==> src/icache_pkg.sv <==
package icache_pkg;

	localparam int WAYS = 4;
	localparam int SETS = 64;
	localparam int WORDS_PER_LINE = 8;
	localparam int OFFSET_W = 3;
	localparam int INDEX_W = 6;
	localparam int TAG_W = 21; // 32 - index - word offset - byte bits
	localparam int PLRU_W = 3;

	typedef logic [31:0] addr_t;
	typedef logic [31:0] word_t;
	typedef logic [TAG_W-1:0] tag_t;
	typedef logic [INDEX_W-1:0] index_t;
	typedef logic [OFFSET_W-1:0] offset_t;
	typedef logic [1:0] way_t;
	typedef logic [WAYS-1:0] way_mask_t;
	typedef logic [PLRU_W-1:0] plru_t;

	typedef struct packed {
		logic valid;
		tag_t tag;
	} tag_entry_t;

	typedef struct packed {
		addr_t line_addr; // offset bits always zero
	} mem_req_t;

	typedef struct packed {
		logic  valid;
		logic  last;
		word_t data;
	} mem_beat_t;

	typedef struct packed {
		way_mask_t  way_mask;
		index_t     index;
		offset_t    offset;
		logic       tag_we;
		tag_entry_t tag_entry;
		word_t      data;
	} fill_wr_t;

	typedef enum logic [1:0] {
		INVALIDATING,
		IDLE,
		REQUEST,
		RECEIVING
	} refill_state_t;

	function automatic tag_t addr_tag(input addr_t addr);
		return addr[31 -: TAG_W];
	endfunction

	function automatic index_t addr_index(input addr_t addr);
		return addr[2 + OFFSET_W +: INDEX_W];
	endfunction

	function automatic offset_t addr_offset(input addr_t addr);
		return addr[2 +: OFFSET_W];
	endfunction

endpackage
==> src/icache_lookup.sv <==
`timescale 1ns/1ps

module icache_lookup import icache_pkg::*; (
	input  logic                  i_clk,
	input  logic                  i_rst,
	input  logic                  i_req_valid,
	output logic                  o_req_ready,
	input  addr_t                 i_req_addr,
	output logic                  o_rsp_valid,
	input  logic                  i_rsp_ready,
	output word_t                 o_rsp_data,
	input  logic                  i_busy,
	output logic                  o_rd_en,
	output index_t                o_rd_index,
	output offset_t               o_rd_offset,
	input  tag_entry_t [WAYS-1:0] i_tags,
	input  word_t [WAYS-1:0]      i_data,
	output logic                  o_hit,
	output index_t                o_hit_index,
	output way_t                  o_hit_way,
	output logic                  o_miss,
	output addr_t                 o_miss_addr,
	input  logic                  i_fill_done,
	input  word_t                 i_fill_word
);

	logic s1_valid;
	logic s2_valid;
	addr_t s1_addr;
	addr_t s2_addr;
	way_mask_t hit_vec;
	way_t hit_way;
	logic s2_hit;
	logic s2_miss;
	logic rsp_block;
	logic advance;

	always_comb begin
		hit_way = '0;
		for (int w = 0; w < WAYS; w++) begin
			hit_vec[w] = i_tags[w].valid && i_tags[w].tag == addr_tag(s2_addr);
			if (hit_vec[w])
				hit_way = way_t'(w);
		end
	end

	assign s2_hit = s2_valid && |hit_vec;
	assign s2_miss = s2_valid && !(|hit_vec);
	assign rsp_block = o_rsp_valid && !i_rsp_ready;
	// a missed request leaves stage 2 only with the fill word
	assign advance = !rsp_block && !i_busy && (!s2_miss || i_fill_done);

	// arrays are read as stage 1 moves on, so a held address re-reads after a fill
	assign o_req_ready = advance;
	assign o_rd_en = advance && s1_valid;
	assign o_rd_index = addr_index(s1_addr);
	assign o_rd_offset = addr_offset(s1_addr);

	assign o_hit = s2_hit && advance;
	assign o_hit_index = addr_index(s2_addr);
	assign o_hit_way = hit_way;
	assign o_miss = s2_miss && !o_rsp_valid; // keeps the response slot free for the fill word
	assign o_miss_addr = s2_addr;

	always_ff @(posedge i_clk) begin
		if (i_rst) begin
			s1_valid <= 1'b0;
			s2_valid <= 1'b0;
			o_rsp_valid <= 1'b0;
		end else if (advance) begin
			s1_valid <= i_req_valid;
			s2_valid <= s1_valid;
			o_rsp_valid <= s2_valid; // hit, or miss closed by the fill
		end else if (i_rsp_ready) begin
			o_rsp_valid <= 1'b0;
		end
	end

	always_ff @(posedge i_clk) begin
		if (advance) begin
			s1_addr <= i_req_addr;
			s2_addr <= s1_addr;
			o_rsp_data <= i_fill_done ? i_fill_word : i_data[hit_way];
		end
	end

	a_one_hit: assert property (@(posedge i_clk) disable iff (i_rst)
		s2_valid |-> $onehot0(hit_vec));

endmodule

==> config.mk <==
export PLATFORM = sky130hd
export DESIGN_NAME = icache_lookup
export DESIGN_NICKNAME = d
export VERILOG_FILES = /design/src/icache_pkg.sv /design/src/icache_lookup.sv
export SDC_FILE = /design/constraint.sdc
export NUM_CORES = 1
export LEC_CHECK = 0
export BUFFER_PORTS_ARGS = -buffer_cell sky130_fd_sc_hd__clkbuf_2
export CORE_AREA = 2 2 146 148
export DETAILED_ROUTE_END_ITERATION = 16
export DIE_AREA = 0 0 148 150
export MAX_ROUTING_LAYER = met4
export SYNTH_ARGS = -nofsm -noshare
export SYNTH_HDL_FRONTEND = slang
export SYNTH_SLANG_ARGS = --single-unit
==> constraint.sdc <==
create_clock -name i_clk -period 13.6 [get_ports i_clk]
set_clock_uncertainty 0.15 [all_clocks]
set_input_delay 2.04 -clock i_clk [delete_from_list [all_inputs] [get_ports i_clk]]
set_output_delay 2.04 -clock i_clk [all_outputs]
set_load 0.01 [all_outputs]
==> After elaboration in Yosys (flattened, before gate mapping) <==
Index checks and enable logic that the tools add are counted.
{ "word_totals": {"word_cells": 40, "in_bits": 286, "ff_bits": 99} }
{ "classes": {"n_lt_le_gt_ge": 1, "n_mux": 8, "eq_ne": 4, "reduce_logical": 21} }
{ "op_table": {"columns": ["cell", "n"], "rows": [
  ["$eq 21x21->1", 4],
  ["$bmux 32 s2", 1],
  ["$mux 32", 2],
  ["$logic_and 1x1->1", 12],
  ["$logic_not 1->1", 6],
  ["$mux 2", 2],
  ["$reduce_or 4->1", 1],
  ["$lt 2x3->1 const B", 1],
  ["$mux 1", 3],
  ["$reduce_bool 2->1", 1],
  ["$logic_or 1x1->1", 1]
]} }

==> Depth between registers and ports, before layout <==
{ "logic_depth": {"ltp_word": 9, "ltp_mapped": 9} }

==> Worst setup path after synthesis <==
Ideal clock, no wire load.
{ "synth_timing": {"path_type": "input port to output port", "from": "in i_tags[78] (netlist bit)", "to": "out o_rd_en", "required_ns": 11.410, "setup_slack_ns": 5.572, "t_arrival_ns": 5.838, "cell_stages": 7, "cell_sequence": "xnor2_1 > nand4_1 > nor4_1 > nand4_1 > nand4_1 > o31a_1 > and2_1"} }
{ "synth_between": {"elab_chain_len": 9} }
{ "synth_lines": {"columns": ["item", "line_no", "rtl"], "rows": [
  ["from (decl)", "icache_lookup.sv:16", "input tag_entry_t [WAYS-1:0] i_tags,"],
  ["$eq 21x21->1", "icache_lookup.sv:41", "hit_vec[w] = i_tags[w].valid && i_tags[w].tag == addr_tag(s2_addr);"],
  ["$logic_and 1x1->1", "icache_lookup.sv:41", null],
  ["$reduce_or 4->1", "icache_lookup.sv:48", "assign s2_miss = s2_valid && !(|hit_vec);"],
  ["$logic_not 1->1", "icache_lookup.sv:48", null],
  ["$logic_and 1x1->1", "icache_lookup.sv:48", null],
  ["$logic_not 1->1", "icache_lookup.sv:51", "assign advance = !rsp_block && !i_busy && (!s2_miss || i_fill_done);"],
  ["$logic_or 1x1->1", "icache_lookup.sv:51", null],
  ["$logic_and 1x1->1", "icache_lookup.sv:51", null],
  ["net o_req_ready", "icache_lookup.sv:7", "output logic o_req_ready,"],
  ["$logic_and 1x1->1", "icache_lookup.sv:55", "assign o_rd_en = advance && s1_valid;"],
  ["to (decl)", "icache_lookup.sv:13", "output logic o_rd_en,"]
]} }
The timed path passes the listed nets, and every way through them passes these cells.

==> Final worst setup path <==
{ "layout_timing": {"from": "in i_tags[14] (netlist bit)", "to": "out o_rd_en"} }
{ "layout_between": {"elab_chain_len": 9} }
{ "layout_lines": {"columns": ["item", "line_no"], "rows": [
  ["$eq 21x21->1", "icache_lookup.sv:41"],
  ["$logic_and 1x1->1", "icache_lookup.sv:41"],
  ["$reduce_or 4->1", "icache_lookup.sv:48"],
  ["$logic_not 1->1", "icache_lookup.sv:48"],
  ["$logic_and 1x1->1", "icache_lookup.sv:48"],
  ["$logic_not 1->1", "icache_lookup.sv:51"],
  ["$logic_or 1x1->1", "icache_lookup.sv:51"],
  ["$logic_and 1x1->1", "icache_lookup.sv:51"],
  ["$logic_and 1x1->1", "icache_lookup.sv:55"]
]} }
Every way passes these cells.

==> impl_metrics.csv <==
group,metric,value,unit
clock_network,post_cts_buffers,0,
global_route,grt_use_total,17.09,%
finish,final_common_cell,"clkbuf_2",
global_route,grt_start_max_net_pins,68,
clock_network,cts_resized,0,
routing,drcViolationCount,0,
setup_path,cp-startpoint,"i_tags[14]",
setup_path,cp-end-kind,"output port",
setup_path,crit_path_start_kind,"input pin",
timing,finalCriticalPeriod,6.726,ns
timing,max_freq,148.7,MHz
job,cap_viol_max_count,0,
floorplanning,floorplan.initialDensity,27.65,%
routing,firstDrtPassIters,4,
place,dp.cells,1067,
routing,drt_iter0_drc,295,
clock_network,clock_sinks,99,
power,p_int,560.2,uW
place,place_area,7694,um^2
routing,wl_met2,9.839,mm
timing,rsz0062_at_grt,"no",
synthesis,synth_top_area_cell,"edfxtp_1",
timing,hold_ws,0.2723,ns
finish,drive_gt1_share,50.62,%
clock_network,htreeDepth,3,
clock_network,clockRootBuffer,"clkbuf_16",
clock_network,path_clk_slew,0.07,ns
synthesis,synth.distinct_cells,34,
floorplanning,die_w,148,um
routing,wl_met1,7.854,mm
timing,finalMaxSlewViolations,0,
routing,wl_met3,1.482,mm
routing,via_per_inst,4.593,
synthesis,synth-compound-area-share,5.971,%
finish,fillers,2082,
run_status,status,"finished clean",
routing,routed_wl,19.45,mm
setup_path,worstPathRequired,11.41,ns
floorplanning,io_pins,372,
floorplanning,rows,53,
clock_network,cts_buffer_depth,2,
synthesis,synth-simple-area-share,11.94,%
setup_path,reg2reg_slack,9.55,ns
place,hpwl,15.43,mm
setup_path,critPathMaxFanout,37,
worst_hold_path,hold_path.class,"reg -> reg",
place,port_buffers,371,
synthesis,async_flop_share,0,%
floorplanning,dieArea,22200,um^2
synthesis,synth_area_per_cell,12.41,um^2
power,power-per-cell-area,96.92,nW/um^2
synthesis,synth_top_cell_area_share,50.39,%
timing,slew_headroom,34.44,%
synthesis,syn-cell-area,5720,um^2
setup_path,cp.arrival,4.54,ns
synthesis,synth_cells,461,
routing,vias,4979,
synthesis,synth_edf_count,96,
finish,areaGrowthSynthToFinish,39.98,%
synthesis,ys_seq_elements,99,
worst_hold_path,hold_depth,0,
timing,setup_viol,0,
finish,seq_area,2943,um^2
synthesis,ys_warn_count,0,
routing,ant_nets,0,
worst_hold_path,holdCritStartpoint,"s1_addr[15]$_DFFE_PP_",
global_route,grt_pass1_vias,4961,
setup_path,r2r_cells,7,
worst_hold_path,min_to,"o_miss_addr[15]$_DFFE_PP_",
synthesis,synth.yosys.seq_area_share,51.44,%
timing,fin_crit_sh,49.45,%
synthesis,synthAdderAreaFrac,0,%
timing,tightestPinTransition,0.9834,ns
timing,tns,0,ns
place,gp_congestion,0.9076,
floorplanning,fp.dieH,150,um
floorplanning,core-area,20690,um^2
synthesis,synth_area_leaders,"edfxtp_1, xnor2_1, mux2i_1, mux2_1, nor3b_1",
setup_path,criticalPathCategory,"in -> out",
global_route,antenna_found_initial,1,
finish,final_cell_mix,"clkbuf_2, edfxtp_1, xnor2_1",
power,pwr-share-seq,48.1,%
finish,multi_input_area,2509,um^2
clock_network,insertion_delay,0.35,ns
setup_path,r2r_end,"s1_addr[21]$_DFFE_PP_",
finish,final_area,8008,um^2
routing,top_layer,"met4",
finish,final_cells,1084,
clock_network,cts_buffers,9,
power,p_leak,3.622,nW
synthesis,synth_nets,747,
timing,hold_viol,0,
synthesis,ys.flop_type,"edfxtp_1",
power,net-switching-power,215.9,uW
power,power.clock.fraction,34.5,%
setup_path,regToRegStartpoint,"o_miss_addr[13]$_DFFE_PP_",
clock_network,cts_tree,"yes",
global_route,grt_pass1_wl,27.81,mm
routing,wl_per_cell,17.94,um
finish,nNetsFinal,1089,
power,combPwrFrac,17.4,%
synthesis,synth_xor_area_share,13.67,%
global_route,grt_overflow,0,
power,swShare,27.82,%
power,ir_drop,0.05402,mV
synthesis,synthMuxAreaShare,12.25,%
clock_network,postCtsHoldBufs,0,
synthesis,synth_top_family_by_area,"XOR/XNOR gates",
[flip-flops by register name (all words and copies together) (netlist names)]
signal	cells
s1_addr	32
o_rsp_data	32
o_miss_addr	32
s1_valid	1
o_rsp_valid	1
s2_valid	1
[power by group through the flow]
stage	clock network, mW	logic (mW)	registers [mW]
after floorplan	0	0.0638	0.381
after global placement	0	0.135	0.380
after detailed placement	0	0.135	0.380
after CTS	0.280	0.136	0.373
after global routing	0.288	0.148	0.375
final	0.267	0.135	0.373
[routing by layer]
metal  up-vias  track usage, %
met5         -               -
met4         0           3.857
met3        20           4.787
met2       243           28.68
met1      2312           20.53
li1       2404               -
[layout make-up]
type                            count  share of cell area (%)
Antenna cell                        1                 0.03125
Clock buffer                        9                   2.813
Clock inverter                      7                   1.078
Inverter                            1                 0.04688
Multi-Input combinational cell    316                   31.33
Sequential cell                    99                   36.75
Tap cell                          275                   4.297
Timing Repair Buffer              376                   23.66
[cells in the mapped netlist (2+ instances only)]
cell      instances
edfxtp_1         96
xnor2_1          64
mux2i_1          34
a21oi_1          33
nand4_1          32
nor3b_1          32
o21ai_1          30
mux2_1           24
buf_4            19
clkbuf_1         19
xor2_1           16
nor4_1           10
mux2_2            8
nand2b_1          6
nand2_1           5
xnor2_2           5
buf_2             3
buf_6             3
dfxtp_1           3
nor3_1            3
nand4b_1          2
o21ai_0           2
[cells by family (layout without fill, tap and decap cells)]
logic type             count (synthesis)  in the layout
AO/OA/AOI/OAI                         67             67
XOR/XNOR                              85             85
buffers and inverters                 46            393
flip-flops                            99             99
multiplexers                          66             66
other                                  0              1
AND/OR/NAND/NOR                       98             98
[how the worst max path moves through the flow]
| stage | slack, ns | endpoint |
|---|---|---|
| finish | 6.87 | o_rd_en |
| global route | 6.54 | o_rd_en |
| CTS | 6.72 | o_rd_en |
| detailed placement | 6.74 | o_rd_en |
| global placement | 6.85 | o_rd_en |
| floorplan | 5.57 | o_rd_en |
[worst max-delay path, stage by stage]
cell	delay, ns
clkbuf_2	0.09
xnor2_1	0.14
nand4_1	0.16
nor4_1	0.52
nand4_1	0.19
nand4_1	0.22
o31a_2	0.82
and2_1	0.23
clkbuf_2	0.13
[stage by stage]
stage	power [mW]	setup slack (ns)	util [%]
2_1_floorplan	0.4444	5.572	-
3_3_place_gp	0.5146	6.846	37.19
3_5_place_dp	0.5156	6.739	37.19
4_1_cts	0.7893	6.719	38.69
5_1_grt	0.8114	6.538	38.70
6_report	0.7761	6.874	38.70
(Power assumes the default switching activity.)
