**config.mk**
```make
export PLATFORM = sky130hd
export DESIGN_NAME = icache_refill
export DESIGN_NICKNAME = d
export VERILOG_FILES = /design/src/icache_pkg.sv /design/src/icache_refill.sv
export SDC_FILE = /design/constraint.sdc
export NUM_CORES = 1
export LEC_CHECK = 0
export ABC_AREA = 1
export ABC_CLOCK_PERIOD_IN_PS = 2900
export BUFFER_PORTS_ARGS = -buffer_cell sky130_fd_sc_hd__buf_2
export CAP_MARGIN = 40
export CORE_MARGIN = 2
export CORE_UTILIZATION = 44
export DETAILED_ROUTE_END_ITERATION = 16
export PLACE_DENSITY = 0.83
export RECOVER_POWER = 25
export SYNTH_ARGS = -nofsm -noshare
export SYNTH_HDL_FRONTEND = slang
export SYNTH_SLANG_ARGS = --single-unit
```
**constraint.sdc**
```tcl
create_clock -name i_clk -period 2.9 [get_ports i_clk]
set_clock_uncertainty 0.05 [all_clocks]
set_input_delay 0.29 -clock i_clk [delete_from_list [all_inputs] [get_ports i_clk]]
set_output_delay 0.29 -clock i_clk [all_outputs]
set_load 0.02 [all_outputs]
```
**src/icache_pkg.sv**
```systemverilog
package icache_pkg;

	localparam int WAYS = 4;
	localparam int SETS = 64;
	localparam int WORDS_PER_LINE = 8;
	localparam int OFFSET_W = 3;
	localparam int INDEX_W = 6;
	localparam int TAG_W = 21; // 32 - index - word offset - byte bits
	localparam int PLRU_W = 3;

	typedef logic [31:0] addr_t;
	typedef logic [31:0] word_t;
	typedef logic [TAG_W-1:0] tag_t;
	typedef logic [INDEX_W-1:0] index_t;
	typedef logic [OFFSET_W-1:0] offset_t;
	typedef logic [1:0] way_t;
	typedef logic [WAYS-1:0] way_mask_t;
	typedef logic [PLRU_W-1:0] plru_t;

	typedef struct packed {
		logic valid;
		tag_t tag;
	} tag_entry_t;

	typedef struct packed {
		addr_t line_addr; // offset bits always zero
	} mem_req_t;

	typedef struct packed {
		logic  valid;
		logic  last;
		word_t data;
	} mem_beat_t;

	typedef struct packed {
		way_mask_t  way_mask;
		index_t     index;
		offset_t    offset;
		logic       tag_we;
		tag_entry_t tag_entry;
		word_t      data;
	} fill_wr_t;

	typedef enum logic [1:0] {
		INVALIDATING,
		IDLE,
		REQUEST,
		RECEIVING
	} refill_state_t;

	function automatic tag_t addr_tag(input addr_t addr);
		return addr[31 -: TAG_W];
	endfunction

	function automatic index_t addr_index(input addr_t addr);
		return addr[2 + OFFSET_W +: INDEX_W];
	endfunction

	function automatic offset_t addr_offset(input addr_t addr);
		return addr[2 +: OFFSET_W];
	endfunction

endpackage
```
**src/icache_refill.sv**
```systemverilog
`timescale 1ns/1ps

module icache_refill import icache_pkg::*; (
	input  logic      i_clk,
	input  logic      i_rst,
	input  logic      i_miss,
	input  addr_t     i_miss_addr,
	input  way_t      i_victim_way,
	output index_t    o_victim_index,
	output logic      o_mem_req_valid,
	input  logic      i_mem_req_ready,
	output mem_req_t  o_mem_req,
	input  mem_beat_t i_mem_beat,
	output fill_wr_t  o_wr,
	output logic      o_fill_start,
	output way_t      o_fill_way,
	output logic      o_fill_done,
	output word_t     o_fill_word,
	output logic      o_busy
);

	refill_state_t state;
	refill_state_t state_nxt;
	index_t sweep_cnt;
	addr_t miss_addr; // held for the whole refill
	way_t fill_way;
	offset_t beat_cnt;
	logic beat_in;

	assign beat_in = state == RECEIVING && i_mem_beat.valid;
	assign o_victim_index = addr_index(i_miss_addr);
	// miss is still high in the done cycle
	assign o_fill_start = state == IDLE && i_miss && !o_fill_done;
	assign o_fill_way = i_victim_way;
	assign o_mem_req_valid = state == REQUEST;
	assign o_mem_req.line_addr = {miss_addr[31:OFFSET_W+2], {(OFFSET_W + 2){1'b0}}};
	assign o_busy = state != IDLE;

	always_comb begin
		state_nxt = state;
		case (state)
			INVALIDATING: begin
				if (sweep_cnt == index_t'(SETS - 1))
					state_nxt = IDLE;
			end
			IDLE: begin
				if (o_fill_start)
					state_nxt = REQUEST;
			end
			REQUEST: begin
				if (i_mem_req_ready)
					state_nxt = RECEIVING;
			end
			RECEIVING: begin
				if (beat_in && i_mem_beat.last)
					state_nxt = IDLE;
			end
			default: state_nxt = IDLE;
		endcase
	end

	always_ff @(posedge i_clk) begin
		if (i_rst) begin
			state <= INVALIDATING;
			sweep_cnt <= '0;
			beat_cnt <= '0;
			o_fill_done <= 1'b0;
		end else begin
			state <= state_nxt;
			o_fill_done <= beat_in && i_mem_beat.last; // lines up with the last write
			if (state == INVALIDATING)
				sweep_cnt <= sweep_cnt + 1'b1;
			if (o_fill_start)
				beat_cnt <= '0;
			else if (beat_in)
				beat_cnt <= beat_cnt + 1'b1;
		end
	end

	always_ff @(posedge i_clk) begin
		if (o_fill_start) begin
			miss_addr <= i_miss_addr;
			fill_way <= i_victim_way;
		end
		if (beat_in && beat_cnt == addr_offset(miss_addr))
			o_fill_word <= i_mem_beat.data; // critical word
	end

	always_ff @(posedge i_clk) begin
		if (i_rst) begin
			o_wr.way_mask <= '0;
			o_wr.tag_we <= 1'b0;
		end else begin
			o_wr.way_mask <= '0;
			o_wr.tag_we <= 1'b0;
			if (state == INVALIDATING) begin
				o_wr.way_mask <= '1;
				o_wr.index <= sweep_cnt;
				o_wr.offset <= '0;
				o_wr.tag_we <= 1'b1;
				o_wr.tag_entry <= '0;
				o_wr.data <= '0;
			end else if (beat_in) begin
				o_wr.way_mask <= way_mask_t'(1) << fill_way;
				o_wr.index <= addr_index(miss_addr);
				o_wr.offset <= beat_cnt;
				o_wr.tag_we <= beat_cnt == '0;
				o_wr.tag_entry.valid <= 1'b1;
				o_wr.tag_entry.tag <= addr_tag(miss_addr);
				o_wr.data <= i_mem_beat.data;
			end
		end
	end

	a_beat_in_receiving: assert property (@(posedge i_clk) disable iff (i_rst)
		i_mem_beat.valid |-> state == RECEIVING);

	// the waiting request stays the line of the miss that the lookup holds
	a_req_hold: assert property (@(posedge i_clk) disable iff (i_rst)
		o_mem_req_valid && !i_mem_req_ready |=> o_mem_req_valid && i_miss
			&& o_mem_req.line_addr[31:OFFSET_W+2] == i_miss_addr[31:OFFSET_W+2]);

endmodule

```
== Word-level counts from Yosys, hierarchy flattened ==
Cells that the tools add are included.

* Register bits after elaboration: 146
* Input bits: 72
* Output and inout port bits: 144
* Word-level logic and storage cells: 47

* $add $sub $neg: 2
* Eq/ne operators: 10
* Shifts and indexed selects: 1
* Multiplexer cells: 7
* Bitwise gates (word level): 1
* Reduce and logical (&&, ||, !) cells: 12

{| class="wikitable"
|+ Operator list
! operator !! count
|-
| $mux W68 || 2
|-
| $mux W2 || 4
|-
| $pmux W2 S4 || 1
|-
| $add A6 B1 Y6 const B || 1
|-
| $eq A6 B6 Y1 const B || 1
|-
| $ne A2 B1 Y1 const B || 3
|-
| $logic_and A1 B1 Y1 || 5
|-
| $eq A2 B2 Y1 const B || 2
|-
| $ne A2 B2 Y1 const B || 2
|-
| $reduce_and A4 Y1 || 1
|-
| $shl A1 B2 Y4 const A || 1
|-
| $add A3 B1 Y3 const B || 1
|-
| $eq A3 B3 Y1 || 1
|-
| $logic_not A3 Y1 || 1
|-
| $eq A2 B1 Y1 const B || 1
|-
| $logic_not A2 Y1 || 1
|-
| $reduce_and A2 Y1 || 1
|-
| $reduce_bool A2 Y1 || 1
|-
| $reduce_or A2 Y1 || 1
|-
| $logic_not A1 Y1 || 1
|-
| $not A1 Y1 || 1
|}

== Longest topological paths before layout ==
* Depth in word-level cells: 5
* Depth in mapped cells: 9
* Depth with buffers taken out: 9

== Least setup slack after synthesis ==
Ideal clock, no wire load.

* Path kind: register -> register
* Start point: reg state[0]
* End point: reg o_wr[54] (netlist name)
* Setup time: 0.077 ns
* Data arrival time: 2.993 ns
* Data required time: 2.773 ns
* Slack: -0.219 ns
* Stages on the path, launching flop included: 8
* Path buffers: 1
* Period minus slack after synthesis: 3.119 ns
* Cell sequence: dfxtp_1 inv_1 ha_1 buf_4 inv_2 a21oi_2 inv_1 nor2_1

* Cells in the longest elaborated chain, start to end: 4
* Elaborated cells on any way between the ends: 5
* Classes of those cells: eq/ne (1); mux (2); reduce/logical (2)

{| class="wikitable"
|+ Ends and longest elaborated chain
! element !! line !! RTL
|-
| start, declared || icache_refill.sv:22 || <nowiki>refill_state_t state;</nowiki>
|-
| start signal, assigned || icache_refill.sv:69 || <nowiki>state <= state_nxt;</nowiki>
|-
| $eq A2 B2 Y1 || icache_refill.sv:30 || <nowiki>assign beat_in = state == RECEIVING && i_mem_beat.valid;</nowiki>
|-
| $logic_and A1 B1 Y1 || icache_refill.sv:30 ||
|-
| $mux W68 || icache_refill.sv:103 || <nowiki>end else if (beat_in) begin</nowiki>
|-
| $mux W68 * || icache_refill.sv:96 || <nowiki>if (state == INVALIDATING) begin</nowiki>
|-
| end, declared || icache_refill.sv:14 || <nowiki>output fill_wr_t o_wr,</nowiki>
|}

Every way passes the cells marked *; elsewhere a longest branch is shown, timed or not. The select of a mux whose other input is x is not followed.
A chain may end at the register's enable or synchronous reset.

== Final worst setup path ==
* Start point: reg state[1]
* End point: out o_fill_start

* Cells in the longest elaborated chain, start to end: 3

{| class="wikitable"
|+ Ends and longest elaborated chain
! element !! line !! RTL
|-
| $eq A2 B1 Y1 || icache_refill.sv:33 || <nowiki>assign o_fill_start = state == IDLE && i_miss && !o_fill_done;</nowiki>
|-
| $logic_and A1 B1 Y1 (2 in series) || icache_refill.sv:33 ||
|-
| end, declared || icache_refill.sv:15 || <nowiki>output logic o_fill_start,</nowiki>
|}

Every way passes these cells.

==> impl_metrics.csv <==
group,metric,value,unit
pwr,power_switching,0.00207,W
timing,timing.fmax,0.417,GHz
layout,final_cell_mix,"buf_2, edfxtp_1, nand2_1, nor2_1, clkbuf_1",
worst_setup_path,path_class,"register to output pin",
pwr,pwr-share-seq,43.1,%
route,detailroute.wirelength.met2,6.39,mm
layout,fillCellCount,1046,
route,avgRoutedWirePerCell,14.7,um
place,post-place-ws,0.946,ns
worst_setup_path,critical_path.startpoint_type,"register",
place,hpwl,8.28,mm
global_route,grt_pass1_vias,3762,
global_route,overflow,0,
synth,synth_cell_types,25,
place,numPlacedInstances,768,
layout,nets,715,
route,met1_length,4.55,mm
place,gp_congestion,0.791,
global_route,grt_usage,17.7,%
route,firstDrtPassIters,4,
clock_tree,clk_latency,0.40,ns
die,core,12500,sq um
route,route.top_layer_used,"met4",
layout,post-route-util,58.0,%
global_route,grt_max_degree,58,
clock_tree,clk_pin_slew,0.06,ns
pwr,clockPowerShare,32.7,%
synth,ys_warn_count,0,
route,wl_met3,986,um
worst_setup_path,worstPathArrival,2.06,ns
layout,drive_above_1_share,29.3,%
pwr,power.density,899,nW/um^2
flow_run,maxCapViolations,0,
timing,final_max_slew_viol_count,0,
route,drt-initial-drc-count,340,
pwr,peakVddDrop,457,uV
worst_setup_path,cp_max_fo,14,
die,die_w,116,um
clock_tree,clockBufferDepth,2,
synth,synth_cells,429,
pwr,switching_share,31.9,%
timing,fin_crit_sh,82.7,%
worst_hold_path,min_path_type,"input pin to register",
route,ant_nets,0,
pwr,p_int,0.00443,W
clock_tree,cts_tree,"done",
timing,tightest_slew,0.704,ns
die,std_cell_rows,41,
layout,final_cells,821,
synth,seq_area_frac_synth,74.9,%
timing,worst_slack,0.502,ns
pwr,pwr-share-comb,24.2,%
synth,syn_area,5550,sq um
layout,antenna_cells,0,
die,fp.dieH,116,um
die,pin_count,216,
clock_tree,cts-htree-levels,4,
timing,rsz0062_at_grt,"false",
die,die-area,13500,sq um
route,wl,12.1,mm
layout,multi_input_area,945,sq um
clock_tree,cts_root_buffer,"clkbuf_16",
global_route,antenna_found_initial,0,
synth,synth-seq-cells,144,
die,initial_core_util,44.5,%
worst_setup_path,cp-end-kind,"output pin",
clock_tree,cts.sinks,144,
clock_tree,cts_buffers,17,
timing,hold_viol,0,
clock_tree,cts_setup_buffers,0,
synth,syn_area_per_cell,12.9,sq um
place,port_buffers,208,
route,vias_per_cell,4.61,
global_route,grt_pass1_wl,18.0,mm
layout,final_common_cell,"buf_2",
timing,setup_tns,0,ns
status,status,"finished, final reports clean",
pwr,p_leak,2.83,nW
timing,maxSlewHeadroom,53.0,%
layout,synthToLayoutAreaGrowth,30.4,%
route,vias,3783,
timing,fin_crit,2.40,ns
route,drc,0,
worst_setup_path,critPathRequiredTime,2.56,ns
timing,setup_violations,0,
layout,seqCellArea,4150,sq um
==> cells in the mapped netlist <==
master,count,share of area (%)
buf_4,41,5.5
inv_1,24,1.6
buf_2,6,0.54
clkbuf_1,3,0.20
nand2_2,2,0.23
o21ai_0,6,0.54
nor3_1,2,0.18
nand4_1,2,0.23
nand3_1,3,0.27
edfxtp_1,127,69
inv_2,2,0.14
dfxtp_1,17,6.1
nor2_2,3,0.34
a21oi_1,13,1.2
o21a_1,1,0.14
conb_1,1,0.068
nor3_2,2,0.36
or2_2,1,0.11
a21oi_2,1,0.16
buf_6,3,0.61
ha_1,7,1.6
nor2_1,74,5.0
o21ai_1,2,0.18
nand2_1,85,5.8
xor2_1,1,0.16
==> flip-flops by register name (all words and copies together) (netlist names) <==
register     cells
o_wr            68
o_fill_word     32
miss_addr       30
sweep_cnt        6
beat_cnt         3
fill_way         2
state            2
o_fill_done      1
==> cell type report <==
class	instances	area share (%)
clock inverters	11	1.94
clock buffers	21	6.09
flip-flops and latches	144	57.4
inverters	26	1.35
well taps	172	2.97
repair buffers	237	17.2
multi-input cells	210	13.1
==> power groups by stage <==
stage | clock (W) | combinational (W) | sequential, W
6_report | 0.00213 | 0.00157 | 0.00281
5_1_grt | 0.00225 | 0.00172 | 0.00283
4_1_cts | 0.00216 | 0.00162 | 0.00280
3_5_place_dp | 0 | 0.00159 | 0.00284
3_3_place_gp | 0 | 0.00154 | 0.00283
2_1_floorplan | 0 | 0.000767 | 0.00316
==> logic make-up (layout without fill, tap and decap cells) <==
family / after synthesis / count (layout) / share of synthesized area (%)
adder cells (fa/ha/maj): 7 / 7 / 1.58
flip-flops: 144 / 144 / 74.9
other: 1 / 5 / 0.0676
XOR/XNOR: 1 / 1 / 0.158
buffers and inverters: 79 / 295 / 8.66
AO/OA/AOI/OAI: 23 / 23 / 2.19
AND/OR/NAND/NOR: 174 / 174 / 12.5
==> metrics by stage <==
| stage | hold slack, ns | total power, W | cell area (sq um) |
|---|---|---|---|
| after floorplan | 0.312 | 0.00392 | 5570 |
| after global placement | 0.417 | 0.00436 | 6530 |
| after detailed placement | 0.418 | 0.00444 | 6530 |
| after CTS | 0.000248 | 0.00659 | 7310 |
| after global routing | 0.000300 | 0.00681 | 7240 |
| final | 0.0250 | 0.00651 | 7240 |
==> metal layers <==
metal  GRT usage [%]  up-vias
li1                -     1805
met1            19.6     1764
met2            31.4      196
met3            5.66       18
met4            7.30        0
met5               0        -
==> final timing paths <==
path	end	from	cells after the start	slack [ns]
setup / recovery	o_fill_start	state[1]$_SDFFE_PP0P_	7	0.50
hold / removal	miss_addr[19]$_DFFE_PP_	i_miss_addr[19]	1	0.02
setup reg to reg	miss_addr[20]$_DFFE_PP_	state[1]$_SDFFE_PP0P_	7	0.95
hold reg to reg	beat_cnt[0]$_SDFFE_PP0N_	beat_cnt[0]$_SDFFE_PP0N_	2	0.45
==> worst max-delay path, stage by stage (launching register included) <==
cell     delay, ns
dfxtp_1       0.33
inv_1         0.09
ha_1          0.20
inv_1         0.07
nor2_1        0.08
nand2_1       0.07
inv_1         0.52
buf_2         0.29
==> repair_timing <==
| item | 4_1_cts | 5_1_grt |
|---|---|---|
| setup endpoints to repair | 0 | 0 |
| hold buffers | 20 | 1 |
| endpoints found under the hold margin | 20 | 1 |
| gates resized for setup | 0 | 0 |
No activity file was read; power rests on OpenSTA's default activity.
