## config.mk

```make
export PLATFORM = sky130hd
export DESIGN_NAME = icache_plru
export DESIGN_NICKNAME = d
export VERILOG_FILES = /design/src/icache_pkg.sv /design/src/icache_plru.sv
export SDC_FILE = /design/constraint.sdc
export NUM_CORES = 1
export LEC_CHECK = 0
export ABC_AREA = 1
export BUFFER_PORTS_ARGS = -buffer_cell sky130_fd_sc_hd__buf_4
export CAP_MARGIN = 40
export CORE_UTILIZATION = 65
export CTS_BUF_LIST = sky130_fd_sc_hd__clkbuf_8
export DETAILED_ROUTE_END_ITERATION = 8
export GPL_ROUTABILITY_DRIVEN = 0
export PLACE_DENSITY = 0.9
export SLEW_MARGIN = 20
export SYNTH_ARGS = -nofsm -noshare
export SYNTH_HDL_FRONTEND = slang
export SYNTH_SLANG_ARGS = --single-unit
```

## constraint.sdc

```tcl
create_clock -name i_clk -period 2.39 [get_ports i_clk]
set_input_delay 0.239 -clock i_clk [delete_from_list [all_inputs] [get_ports i_clk]]
set_output_delay 0.239 -clock i_clk [all_outputs]
set_load 0.005 [all_outputs]
```

## src/icache_pkg.sv

```systemverilog
package icache_pkg;

	localparam int WAYS = 4;
	localparam int SETS = 64;
	localparam int WORDS_PER_LINE = 8;
	localparam int OFFSET_W = 3;
	localparam int INDEX_W = 6;
	localparam int TAG_W = 21; // 32 - index - word offset - byte bits
	localparam int PLRU_W = 3;

	typedef logic [31:0] addr_t;
	typedef logic [31:0] word_t;
	typedef logic [TAG_W-1:0] tag_t;
	typedef logic [INDEX_W-1:0] index_t;
	typedef logic [OFFSET_W-1:0] offset_t;
	typedef logic [1:0] way_t;
	typedef logic [WAYS-1:0] way_mask_t;
	typedef logic [PLRU_W-1:0] plru_t;

	typedef struct packed {
		logic valid;
		tag_t tag;
	} tag_entry_t;

	typedef struct packed {
		addr_t line_addr; // offset bits always zero
	} mem_req_t;

	typedef struct packed {
		logic  valid;
		logic  last;
		word_t data;
	} mem_beat_t;

	typedef struct packed {
		way_mask_t  way_mask;
		index_t     index;
		offset_t    offset;
		logic       tag_we;
		tag_entry_t tag_entry;
		word_t      data;
	} fill_wr_t;

	typedef enum logic [1:0] {
		INVALIDATING,
		IDLE,
		REQUEST,
		RECEIVING
	} refill_state_t;

	function automatic tag_t addr_tag(input addr_t addr);
		return addr[31 -: TAG_W];
	endfunction

	function automatic index_t addr_index(input addr_t addr);
		return addr[2 + OFFSET_W +: INDEX_W];
	endfunction

	function automatic offset_t addr_offset(input addr_t addr);
		return addr[2 +: OFFSET_W];
	endfunction

endpackage
```

## src/icache_plru.sv

```systemverilog
`timescale 1ns/1ps

module icache_plru import icache_pkg::*; (
	input  logic   i_clk,
	input  logic   i_rst,
	input  logic   i_hit,
	input  index_t i_hit_index,
	input  way_t   i_hit_way,
	input  logic   i_fill,
	input  index_t i_fill_index,
	input  way_t   i_fill_way,
	input  index_t i_victim_index,
	output way_t   o_victim_way
);

	plru_t tree [SETS];
	plru_t cur;
	logic upd;
	index_t upd_index;
	way_t upd_way;

	// bit 2 root, bit 1 ways 0/1, bit 0 ways 2/3
	function automatic plru_t touch(input plru_t old, input way_t way);
		plru_t nxt;
		nxt = old;
		nxt[2] = ~way[1]; // root to the other pair
		if (way[1])
			nxt[0] = ~way[0];
		else
			nxt[1] = ~way[0];
		return nxt;
	endfunction

	assign cur = tree[i_victim_index];
	assign o_victim_way = cur[2] ? {1'b1, cur[0]} : {1'b0, cur[1]};

	// a fill start and a hit never share a cycle
	assign upd = i_fill || i_hit;
	assign upd_index = i_fill ? i_fill_index : i_hit_index;
	assign upd_way = i_fill ? i_fill_way : i_hit_way;

	always_ff @(posedge i_clk) begin
		if (i_rst) begin
			for (int s = 0; s < SETS; s++)
				tree[s] <= '0;
		end else if (upd) begin
			tree[upd_index] <= touch(tree[upd_index], upd_way);
		end
	end

endmodule

```

## After elaboration in Yosys (flattened, before gate mapping)

Memories as Yosys holds them, arrays and structs flattened.
Cells that the tools add are included.

| storage, ports and cells | value |
|---|---|
| register bits after elaboration | 0 |
| memory bits (writable) | 192 |
| memories | 1 |
| output and inout bits | 2 |
| logic and storage cells | 26 |

| operators by class | value |
|---|---|
| muxes and demuxes | 17 |
| equal/unequal tests | 2 |
| bitwise gates (word level) | 2 |
| reduce and logical (&&, ||, !) cells | 4 |

Memories:

| name | depth | width | rd ports | clocked after memory_dff | wr ports | RTL line | source |
|---|---|---|---|---|---|---|---|
| tree | 64 | 3 | 1 | 0 | 64 | icache_plru.sv:16 | `plru_t tree [SETS];` |

Operator list:

| kind | number |
|---|---|
| 6-bit 2-to-1 mux | 2 |
| 1-bit 2-to-1 mux | 11 |
| 3-bit 2-to-1 mux | 2 |
| 3-bit inequality test, second input constant | 2 |
| 2-bit 2-to-1 mux | 2 |
| 2-bit AND reduction | 2 |
| 3-bit OR reduction | 1 |
| 1-bit NOT | 2 |
| 1-bit logical OR | 1 |

## Depth between registers and ports, before layout

Gate-level depths: netlist (run 1).

| logic depth | value |
|---|---|
| depth after elaboration | 7 |
| mapped depth | 14 |
| gate-level depth less buffers | 12 |

## Worst setup path before layout (run 1)

Ideal clock, no wire load.

| path | value |
|---|---|
| path type | input -> register |
| start point | in i_fill |
| end point | mem tree[11][1] in the netlist's numbering, enable pin |
| stages | 11 |
| arrival | 1.518 ns |
| library setup time | 0.310 ns |
| path slack | 0.562 ns |
| cell sequence | buf_6 inv_2 or2_1 o21ai_2 inv_2 nor2_1 inv_2 nor2_4 buf_6 nand2_1 o21ai_0 |

RTL lines:

| element | RTL line | source |
|---|---|---|
| start: declaration | icache_plru.sv:9 | `input logic i_fill,` |
| end: declaration | icache_plru.sv:16 |  |

## Worst setup path in the final report (run 1)

| path | value |
|---|---|
| start point | mem tree[30][2] in the netlist's numbering |
| end point | out o_victim_way[0] |

| between the ends | value |
|---|---|
| longest elaborated chain between the ends | 2 |

RTL lines:

| element | RTL line | source |
|---|---|---|
| memory 64 x 3 bit | n/a |  |
| 2-bit 2-to-1 mux | icache_plru.sv:35 | `assign o_victim_way = cur[2] ? {1'b1, cur[0]} : {1'b0, cur[1]};` |
| end: declaration | icache_plru.sv:13 | `output way_t o_victim_way` |

No other way between the ends.

==> results of run 1 <==
-- tightest hold or removal path: cells and delay by family --
family,cells,cell delay (ps)
buffers and inverters,3,380
and+or+nand+nor,1,100
-- logic make-up (layout without fill, tap and decap cells) --
family                 Yosys count  in the layout  synth area share
AOI/OAI and AO/OA               49             49            0.0254
buffers and inverters          186            177            0.0697
DFF                            192            192             0.532
and+or+nand+nor                918            918             0.373
-- cells in the final DEF (no fill, tap or decap), drive strengths merged --
cell,instances
or2,6
nor3,29
nand2,482
clkbuf,17
edfxtp,192
nand3,209
nor2,190
buf,58
inv,94
clkinv,2
nand4,2
bufinv,3
o21ai,49
clkinvlp,3
-- metal layers --
metal / vias to the layer above / GRT usage / routed length, um
met3: 113 / 0.0656 / 3710
met1: 4325 / 0.434 / 9960
met5: - / 0 / 0
met4: 0 / 0.173 / 1050
met2: 687 / 0.535 / 13100
li1: 4331 / - / -
-- synth_stat cells --
library cell,n
buf_1,15
buf_2,9
buf_4,5
buf_6,3
clkbuf_1,67
clkinv_1,2
edfxtp_1,192
inv_1,48
inv_2,36
inv_6,1
nand2_1,468
nand2_2,14
nand3_1,209
nand4_1,2
nor2_1,136
nor2_2,37
nor2_4,15
nor2_8,2
nor3_1,28
nor3_2,1
o21ai_0,39
o21ai_1,4
o21ai_2,5
o21ai_4,1
or2_1,6
-- per-stage QoR --
step	area [um^2]	instances	total power [mW]	utilization
2_1_floorplan	10800	1345	4.65	-
3_3_place_gp	11300	1520	4.97	0.706
3_5_place_dp	11300	1520	5.01	0.706
4_1_cts	11800	1552	7.27	0.733
5_1_grt	11800	1552	7.50	0.733
6_report	11800	1552	7.31	0.733
-- area by class of cell --
class                   instances  area share
multi-input cells             967       0.368
repair buffers                 58      0.0540
flip-flops and latches        192       0.490
inverters                      87      0.0284
clock inverters                15      0.0167
well taps                     216      0.0230
clock buffers                  17      0.0199
-- power by group --
group | total (mW) | leakage (nW) | switching [mW] | internal, mW
Combinational | 1.04 | 2.80 | 0.735 | 0.303
Sequential | 3.93 | 1.82 | 0.0540 | 3.87
Clock | 2.35 | 0.208 | 1.28 | 1.07
-- how the worst max path moves through the flow --
stage | start | end | slack (ps) | cells past startpoint
final | tree[30][2] | o_victim_way[0] | 110 | 12
after global routing | tree[30][2] | o_victim_way[0] | 30 | 12
after CTS | tree[30][2] | o_victim_way[0] | 120 | 12
after detailed placement | i_fill | tree[24][0] | 120 | 10
after global placement | i_fill | tree[22][1] | 230 | 11
after floorplan | i_fill | tree[11][1] | 560 | 11
==> out/summary.md, run 1 <==
The fraction of layout cells with a size suffix above 1 was 0.155; the total track usage was 0.335. Ranked by total cell area, the synthesized netlist is headed by edfxtp_1, nand2_1, nand3_1, nor2_1, clkbuf_1. Counting every net in the synthesized netlist gives 1371.

The violation count after the first detailed-routing iteration is 1470. Setup repair after global routing left no endpoint under its margin. Relative to the synthesized area, the layout overhead comes to 8.62%. Summed over all failing endpoints, the final setup total negative slack is 0 ps. The number of buffers between clock root and the deepest sink is 2, and the final critical delay including setup and external delays is 2280 ps. The number of flip-flops under the largest register name works out to 192. The logs give 0.675 for the starting utilization of the core area and 0 for the number of buffers added for setup after CTS.

The placeable core region came out at 16100 um^2. The worst hold path terminates at tree[1][1]. The max-slew violation total from the final report came out at 0. The slew of the pin with the lowest slew margin works out to 580 ps. The top fanout value on the critical path was 3. The logs give 4 for the number of H-tree branching levels and 0 for the final number of setup-violating endpoints.

Combined buffer and inverter count along the critical path: 2. The normalized max-slew margin was 0.613. Entering global routing, the biggest net connects 100 pins. The number of diodes added for antenna fixing was 0; the power per cell area was 621 nW/um^2. The tools report the final hold violation count as 0.

After detailed routing, the average wire length per cell comes to 17.9 um. The logs give 28 for the count of pins on the block boundary and 0.532 for the sequential area share after synthesis. The flow ran to the end, and the final reports show no timing, DRC or antenna violations. Across the whole layout, storage elements account for 5770 um^2. The initial antenna violation count is 0, and the critical path required time is 2150 ps. The tools report the startpoint of the worst hold path as i_rst. The area of the multi-input gates is 4340 um^2. Among all stages on the critical path, the largest delay is contributed by edfxtp_1.

After synthesis the cells add up to 10800 um^2. The detail route stage leaves a number of antenna-violating nets equal to 0. The final wirelength was 27.8 mm; the detailed-route via count was 9456. The tools report the via count of the first global-routing pass as 9075. The tools report the number of gates resized after CTS as 0. The horizontal extent of the die works out to 131 um. The largest registers in the layout are tree: 192 flops. The average instance in the mapped netlist occupies 8.06 um^2. Clock tree root driver cell: clkbuf_8. The cell depth of the worst min-delay path was 4.

The number of synthesized register bits works out to 192. The final clock period utilization by the worst path is 0.956. Walking the worst path, the cells encountered are nand2_1 -> nand3_1 -> nand3_1 -> nand2_1 -> nand2_1 -> nand3_1 -> nand3_1 -> nand2_1 -> inv_1 -> nand2_1 -> nand2_1 -> buf_4.

Hold buffer count at CTS: 0. Worst setup margin: 105 ps. The layout has 1144 filler cells.

Synthesis produced a netlist whose cell count is 1345. The detail-routed via count per cell is 6.09. Across the VDD grid, the largest voltage drop is 0.378 mV. The total die area was 17200 um^2. The area share of the largest cell type after synthesis came out at 0.532. By startpoint and endpoint, the worst setup path is classified as flop to primary output. The first detailed-routing pass ran for 7 iterations. The first global-routing pass estimated 44.6 mm of wire.

Count of synthesis-stage warnings from yosys: 0. For the number of buffers created by CTS, the log shows 17. The cell family contributing the most delay on the critical path is simple AND/OR/NAND/NOR gates. edfxtp_1 takes more of the synthesized area than any other cell. The vertical die dimension was 131 um. After clock tree synthesis, the clock-pin slew on the worst setup and hold paths is 110 ps. On the worst path, the slowest cell contributes a delay of 400 ps. The worst min-delay path class was input port to flop. Derived from the worst setup path, the maximum achievable clock frequency is 0.438 GHz.

Largest register by flop count: tree. The tools report the sort of element at the end of the critical path as a primary output. For this run, the post-layout net count is 1349. The total overflow left after global routing is 0. TritonCTS built the clock tree. For the detailed-route DRC error count, the log shows 0.

Number of clock sinks: 192. The number of buffers inserted by port buffering was 27; the arrival time reported for the critical path endpoint was 2050 ps. The worst setup path is launched from a flop. The run gives 340 ps as the worst hold slack across all endpoints. The post-placement worst setup slack is 117 ps, and the static power due to leakage is 4.84 nW.

Across the run, the number of max-cap violations was 0. The initialized floorplan defines 46 standard-cell rows. The most numerous cell type found on the critical path is nand2_1.

The HPWL reported at the end of detailed placement was 17.2 mm; the post-synthesis cell type count was 25.
(Power assumes the default switching activity.)
==> run 2, diff against run 1 <==
--- a/config.mk
+++ b/config.mk
@@ -5,14 +5,13 @@
 export SDC_FILE = /design/constraint.sdc
 export NUM_CORES = 1
 export LEC_CHECK = 0
-export ABC_AREA = 1
 export BUFFER_PORTS_ARGS = -buffer_cell sky130_fd_sc_hd__buf_4
 export CAP_MARGIN = 40
 export CORE_UTILIZATION = 65
 export CTS_BUF_LIST = sky130_fd_sc_hd__clkbuf_8
 export DETAILED_ROUTE_END_ITERATION = 8
 export GPL_ROUTABILITY_DRIVEN = 0
-export PLACE_DENSITY = 0.9
+export PLACE_DENSITY = 0.91
 export SLEW_MARGIN = 20
 export SYNTH_ARGS = -nofsm -noshare
 export SYNTH_HDL_FRONTEND = slang
==> run 2 against run 1 <==
Compared with the run above: the run now ends with setup timing left; non-clock buffer count is 17 higher; global-route usage is 0.44 points higher; cell area is 3.7% lower; clock power is 17% lower; area after synthesis is 4.5% lower.
==> out/summary.md, run 2 <==
The run finished, with violations left. The checks that failed: setup timing. For the worst setup path, the data required time is 2150 ps.

The critical path goes through mux4_2 -> mux4_2 -> nor2b_2 -> o21ai_2 -> mux2_4 -> buf_6. Setup repair after global routing could not meet its margin everywhere. The kind of cell adding the most delay to the critical path was multiplexers. The number of buffers inserted by port buffering was 27. For the starting utilization of the core area, the log shows 0.673. The run gives 7167 as the via count of the first global-routing pass. In this run the clock root is driven by a clkbuf_8. The core region is 15400 um^2. STA puts the critical path data arrival time at 2600 ps. The largest registers in the layout are tree: 192 flops. After detailed routing, the wire length on met1 is 9.25 mm. CTS built an H-tree with a depth of 4. The count of synthesis-stage warnings from yosys is 0. The wire length per cell after detailed routing was 23.3 um. Counting the buffers created by CTS gives 17. Counting stages on the worst path, the most repeated cell is mux4_2. Synthesized-area fraction occupied by ao, oa, aoi and oai cells: 0.101. The fraction of synthesis flops using an asynchronous set or reset pin was 0.

The largest register by flop count was tree. The synthesized design contains 192 enable-type register cells. Synthesis produced 884 cells. In this run the vertical extent of the chip is 128 um.

Fraction of layout cells with a size suffix above 1: 0.220. The top fanout value on the critical path was 2. The combined buffer and inverter count along the critical path works out to 1.

The area share of the largest cell type after synthesis is 0.557. In this run the worst hold path is classified as input port to flop. The first detailed-routing pass took 7 iterations.

The worst-case IR drop observed on VDD is 0.423 mV. TritonCTS built the clock tree. The xor and xnor area share after synthesis is 0. In this run the static leakage power is 3.91 nW. The cell with the largest stage delay on the worst path is mux4_2.

The number of buffers between clock root and the deepest sink came out at 2. nor2_1 is the most common cell in the netlist. Uppermost layer routed: met4. The largest net degree at the start of global routing is 72. The tools report the summed negative setup slack over all endpoints as -684 ps. Max-cap violations in this run came to 0. After synthesis the netlist holds a flip-flop and latch count of 192. The met3 wirelength from detailed routing is 4.02 mm, and the slew of the pin with the lowest slew margin is 632 ps. The detailed-route via count came out at 7535. The register with the most flip-flops in the layout has 192 of them. The tools report the total congestion overflow after global routing as 0. After legalization and detailed placement, the total HPWL measured 18.6 mm. The floorplan step set the die width to 128 um.

Most instantiated flip-flop cell in the synthesis netlist: edfxtp_1. The total die area came out at 16400 um^2. The type of element launching the critical path was a flop.

The final clock period utilization by the worst path is 1.19, and the normalized max-slew margin is 0.579. The final hold violation count was 0. The proportion of synthesized area in mux cells was 0.139. Sorting the synthesized cells by area gives the leading types as edfxtp_1, mux4_2, nor2_1, o21bai_1, mux2i_1. Once detail routing completed, the nets flagged for antenna violations numbered 0. The total track usage is 0.339.

The worst path in the final design needs a cycle of 2840 ps, including I/O delays and setup. Net count after synthesis: 910. Cell taking the most area after synthesis: edfxtp_1.

The mean instance size in the synthesized netlist came out at 11.7 um^2. The critical path in this run is classified as flop to primary output. For this run, the post-layout net count is 923. The run gives 12.2 mm as the length of routed met2 wiring. The logs give 0 for the initial antenna violation count and 38 for the post-synthesis cell type count.

The global-route wire length before repair was 40.2 mm; the area growth from synthesis to final layout was 9.59%. Sequential area share after synthesis: 0.557. The first routing iteration left 1252 violations.

The library cell used most frequently in the layout, excluding fill and tap cells, is nor2_1. The worst setup path is captured at a primary output. Prior to clock tree synthesis, the placed netlist has a worst setup slack of -180 ps. Clock-pin slew was measured on the worst setup and hold paths at 100 ps. The run gives -448 ps as the worst setup margin. The logs give 45 for the floorplan row count and 0.352 GHz for the maximum frequency from static timing analysis. The basic-gate share of the synthesized area counting and, or, nand and nor cells came out at 0.166.

For this run, design rule violations remaining after detail routing come to 0. In this run the power density over the cells is 605 nW/um^2. Setup violations remaining at the end of the flow were counted as 2. The run gives 28 as the count of pins on the block boundary. 0 antenna diodes ended up in the layout. The commonest cells after synthesis are nor2_1, edfxtp_1, o21bai_1. Counting every sink on the clock net gives 192. The dominant combinational cell family by area after synthesis was simple AND/OR/NAND/NOR gates. The adder and majority cell fraction of the synthesized area was 0; the max-slew violation total from the final report was 0. The cell area after synthesis came out at 10300 um^2.

The final wirelength came out at 26.2 mm. The library cells used most frequently in the layout, excluding fill and tap cells, are nor2_1, edfxtp_1, o21bai_1. On the worst path, the slowest cell contributes a delay of 500 ps.

Dividing the detail-routed via count by the number of cells gives 6.72.
==> run 2: cell count changes after synthesis, moves of 29 or more <==
cell / change
nor2_2: -37
inv_1: -41
mux4_2: +49
nand2_1: -413
inv_2: -36
or2_2: +37
o21bai_1: +89
o21ai_0: -38
nor2_1: +73
nand2b_1: +32
nand3_1: -193
mux2i_1: +29
==> run 2: cell families after synthesis <==
| logic type | after synthesis |
|---|---|
| and+or+nand+nor | 383 |
| muxes | 82 |
| buffers and inverters | 88 |
| AOI/OAI and AO/OA | 139 |
| DFF | 192 |
==> run 2: metal layers <==
layer	vias up	GRT usage
li1	3190	-
met1	3602	0.469
met2	668	0.520
met3	75	0.104
met4	0	0.103
met5	-	0
==> run 2: where the power goes <==
group          total, mW  internal (mW)  switching [mW]
clock               1.95          0.732            1.22
sequential          3.95           3.87          0.0819
combinational      0.960          0.436           0.524
==> run 2: timing repair <==
action | in CTS | in global routing
setup buffers | 1 | 0
hold buffers | 0 | 0
endpoints found under the setup margin | 2 | 2
gates resized for setup | 3 | 7
pin swaps | 1 | 3
==> run 2: stage by stage <==
stage | area, um^2 | utilization | hold WS [ps] | power (mW) | cells
after floorplan | 10300 | - | 628 | 4.59 | 884
after global placement | 11000 | 0.713 | 796 | 4.89 | 1089
after detailed placement | 11000 | 0.713 | 805 | 4.94 | 1089
after CTS | 11300 | 0.736 | 304 | 6.81 | 1121
after global routing | 11300 | 0.738 | 335 | 7.02 | 1121
final | 11300 | 0.738 | 339 | 6.86 | 1121
==> run 2: worst paths after layout <==
| path | slack [ps] | from | cells after the start | end |
|---|---|---|---|---|
| worst max-delay path | -450 | tree[46][2] | 6 | o_victim_way[0] |
| worst min-delay path | 340 | i_hit_index[2] | 3 | tree[11][1] |
==> run 2: area by class of cell <==
class | instances | area, um^2
Clock buffer | 17 | 234
Clock inverter | 15 | 111
Fill cell | 909 | 4030
Inverter | 7 | 26.3
Multi-Input combinational cell | 604 | 4240
Sequential cell | 192 | 5770
Tap cell | 211 | 264
Timing Repair Buffer | 75 | 699
==> run 3, diff against run 2 <==
==> constraint.sdc (replaced) <==
create_clock -name i_clk -period 2.8 [get_ports i_clk]
set_input_delay 0.28 -clock i_clk [delete_from_list [all_inputs] [get_ports i_clk]]
set_output_delay 0.28 -clock i_clk [all_outputs]
set_load 0.005 [all_outputs]
==> run 3 against run 2 <==
Compared with the run above: the flow still finishes with violations (setup timing); clock power fell by 7%; non-clock buffer count fell by 12; core utilization fell by 0.82 points; flip-flop and latch count did not move; combinational power fell by 17%; worst hold slack improved by 15 ps; critical path type unchanged; first-iteration DRC count fell by 7.7%; sequential power fell by 15%; critical endpoint unchanged; clock-buffer cell count did not move; via count fell by 1.4%; cell area fell by 1.1%; routed wire length fell by 0.43%.
==> out/summary.md, run 3 (same netlist as run 2, synthesis figures left out) <==
In this run the tool buffered the top-level ports with 27 buffer cells. OpenSTA, run right after detailed placement, puts the worst setup slack at 52.7 ps. The run gives 1 as the final number of setup-violating endpoints. The final core utilization is 0.730.

The tool flagged a number of max-cap violations equal to 0. STA classifies the critical path startpoint as a flop. For the worst setup path, the data required time is 2520 ps. The final clock period utilization by the worst path was 1.04.

The final reports fail on setup timing. For the HPWL reported at the end of detailed placement, the log shows 17.8 mm. The final hold violation count is 0. After the last flow step, the layout net total stands at 911. The final critical delay including setup and external delays was 2910 ps; the power per cell area was 534 nW/um^2. The number of clock sinks was 192; the static power due to leakage was 3.85 nW. The largest net degree at the start of global routing is 84, and the area taken by flip-flops and latches is 5770 um^2. In the routed layout, each cell is associated on average with a via count of 6.72. The register with the most flip-flops in the layout has 192 of them. The normalized max-slew margin is 0.505. Based on the critical path, the design can be clocked at up to 0.343 GHz.

TritonCTS built the clock tree. Setup repair after global routing could not meet its margin everywhere. The final layout contains routed wiring with a total length of 26.1 mm. The maximum VDD drop is 0.348 mV. The run finished, with violations left. The floorplan step defined a core boundary enclosing 15400 um^2. The sort of element at the end of the critical path is a primary output.

The number of diodes added for antenna fixing is 0, and the total die area is 16400 um^2. For the floorplan row count, the log shows 45. The die is 128 um wide.

The hold buffer count at CTS was 0. The run gives -113 ps as the worst setup margin. The worst min-delay path class is input port to flop. CTS built an H-tree with a depth of 4.

The area growth from synthesis to final layout is 8.37%, and the slew of the pin with the lowest slew margin is 743 ps. The total track usage came out at 0.336. Detailed-route DRC error count: 0.

The largest registers in the layout are tree: 192 flops. After detailed routing, the average wire length per cell comes to 23.6 um. The tree is rooted in a clkbuf_8. In the final layout, the multi-input gates occupy 4240 um^2. The top cell types in the final layout, fill and taps aside, are nor2_1, edfxtp_1, o21bai_1. The top fanout value on the critical path was 2; the max-slew violation total from the final report was 0.

The fraction of layout cells with a size suffix above 1 was 0.208. The critical path is of the flop to primary output type. The number of buffers created by CTS is 17. The antenna violation net count after detailed routing was 0; the register clock-pin slew on the reported worst setup and hold paths was 90 ps. The initial antenna violation count was 0; the via count of the first global-routing pass was 7058. The total congestion overflow after global routing came out at 0. For the final total power, the log shows 5.99 mW. The clock passes through at most 2 buffers.

Counting the fill cells in the layout gives 911. The logs give 2630 ps for the arrival time reported for the critical path endpoint and 0.673 for the starting utilization of the core area. The tools report the count of pins on the block boundary as 28.

The library cell used most frequently in the layout, excluding fill and tap cells, is nor2_1. The first detailed-routing pass took 6 iterations. The violation count after the first detailed-routing iteration was 1156.

The first global-routing pass estimated 39.9 mm of wire. The vertical die dimension works out to 128 um. Largest register by flop count: tree.

The run gives 7428 as the detailed-route via count.
==> run 3: what timing repair did <==
item                       4_1_cts  5_1_grt
setup endpoints to repair        1        2
resized for setup                8        2
buffers inserted                 1        0
pin swaps                        2        1
==> run 3: critical path, stage by stage, from the launching register on <==
cell and delay (ps):
edfxtp_1 440, mux4_2 530, mux4_2 500, nor2b_2 150, o21ai_2 90, mux2_4 330
buf_6 120
==> run 3: metrics by stage <==
| stage | instances | TNS [ps] | hold WS (ps) | cell area (um^2) |
|---|---|---|---|---|
| 2_1_floorplan | 884 | 0 | 669 | 10300 |
| 3_3_place_gp | 1076 | 0 | 813 | 10800 |
| 3_5_place_dp | 1077 | 0 | 822 | 10800 |
| 4_1_cts | 1107 | -111 | 327 | 11200 |
| 5_1_grt | 1106 | -204 | 354 | 11200 |
| 6_report | 1106 | -113 | 354 | 11200 |
==> run 3: layout make-up <==
type | instances | share of cell area
Clock inverter | 12 | 0.0129
Tap cell | 211 | 0.0235
Inverter | 7 | 0.00234
Clock buffer | 17 | 0.0209
Timing Repair Buffer | 63 | 0.0484
Multi-Input combinational cell | 604 | 0.378
Sequential cell | 192 | 0.514
==> run 3: per-layer routing <==
layer / wire length, um / global-route usage / vias up / share of wire
met5: 0 / 0 / - / 0
met4: 1120 / 0.135 / 0 / 0.043
met3: 3800 / 0.0876 / 104 / 0.15
met2: 12000 / 0.518 / 627 / 0.46
met1: 9170 / 0.461 / 3528 / 0.35
li1: - / - / 3169 / -
==> run 3: where the power goes <==
group	switching, mW	leakage (nW)	internal [mW]	total [mW]
registers	0.0712	1.82	3.30	3.37
clock network	0.961	0.188	0.859	1.82
logic	0.441	1.84	0.352	0.793
total	1.47	3.85	4.51	5.99
==> run 3: worst paths after layout <==
check | depth (start not counted) | to | start | slack (ps)
min | 3 | tree[54][0] | i_hit_way[1] | 350
max | 6 | o_victim_way[0] | tree[63][2] | -110
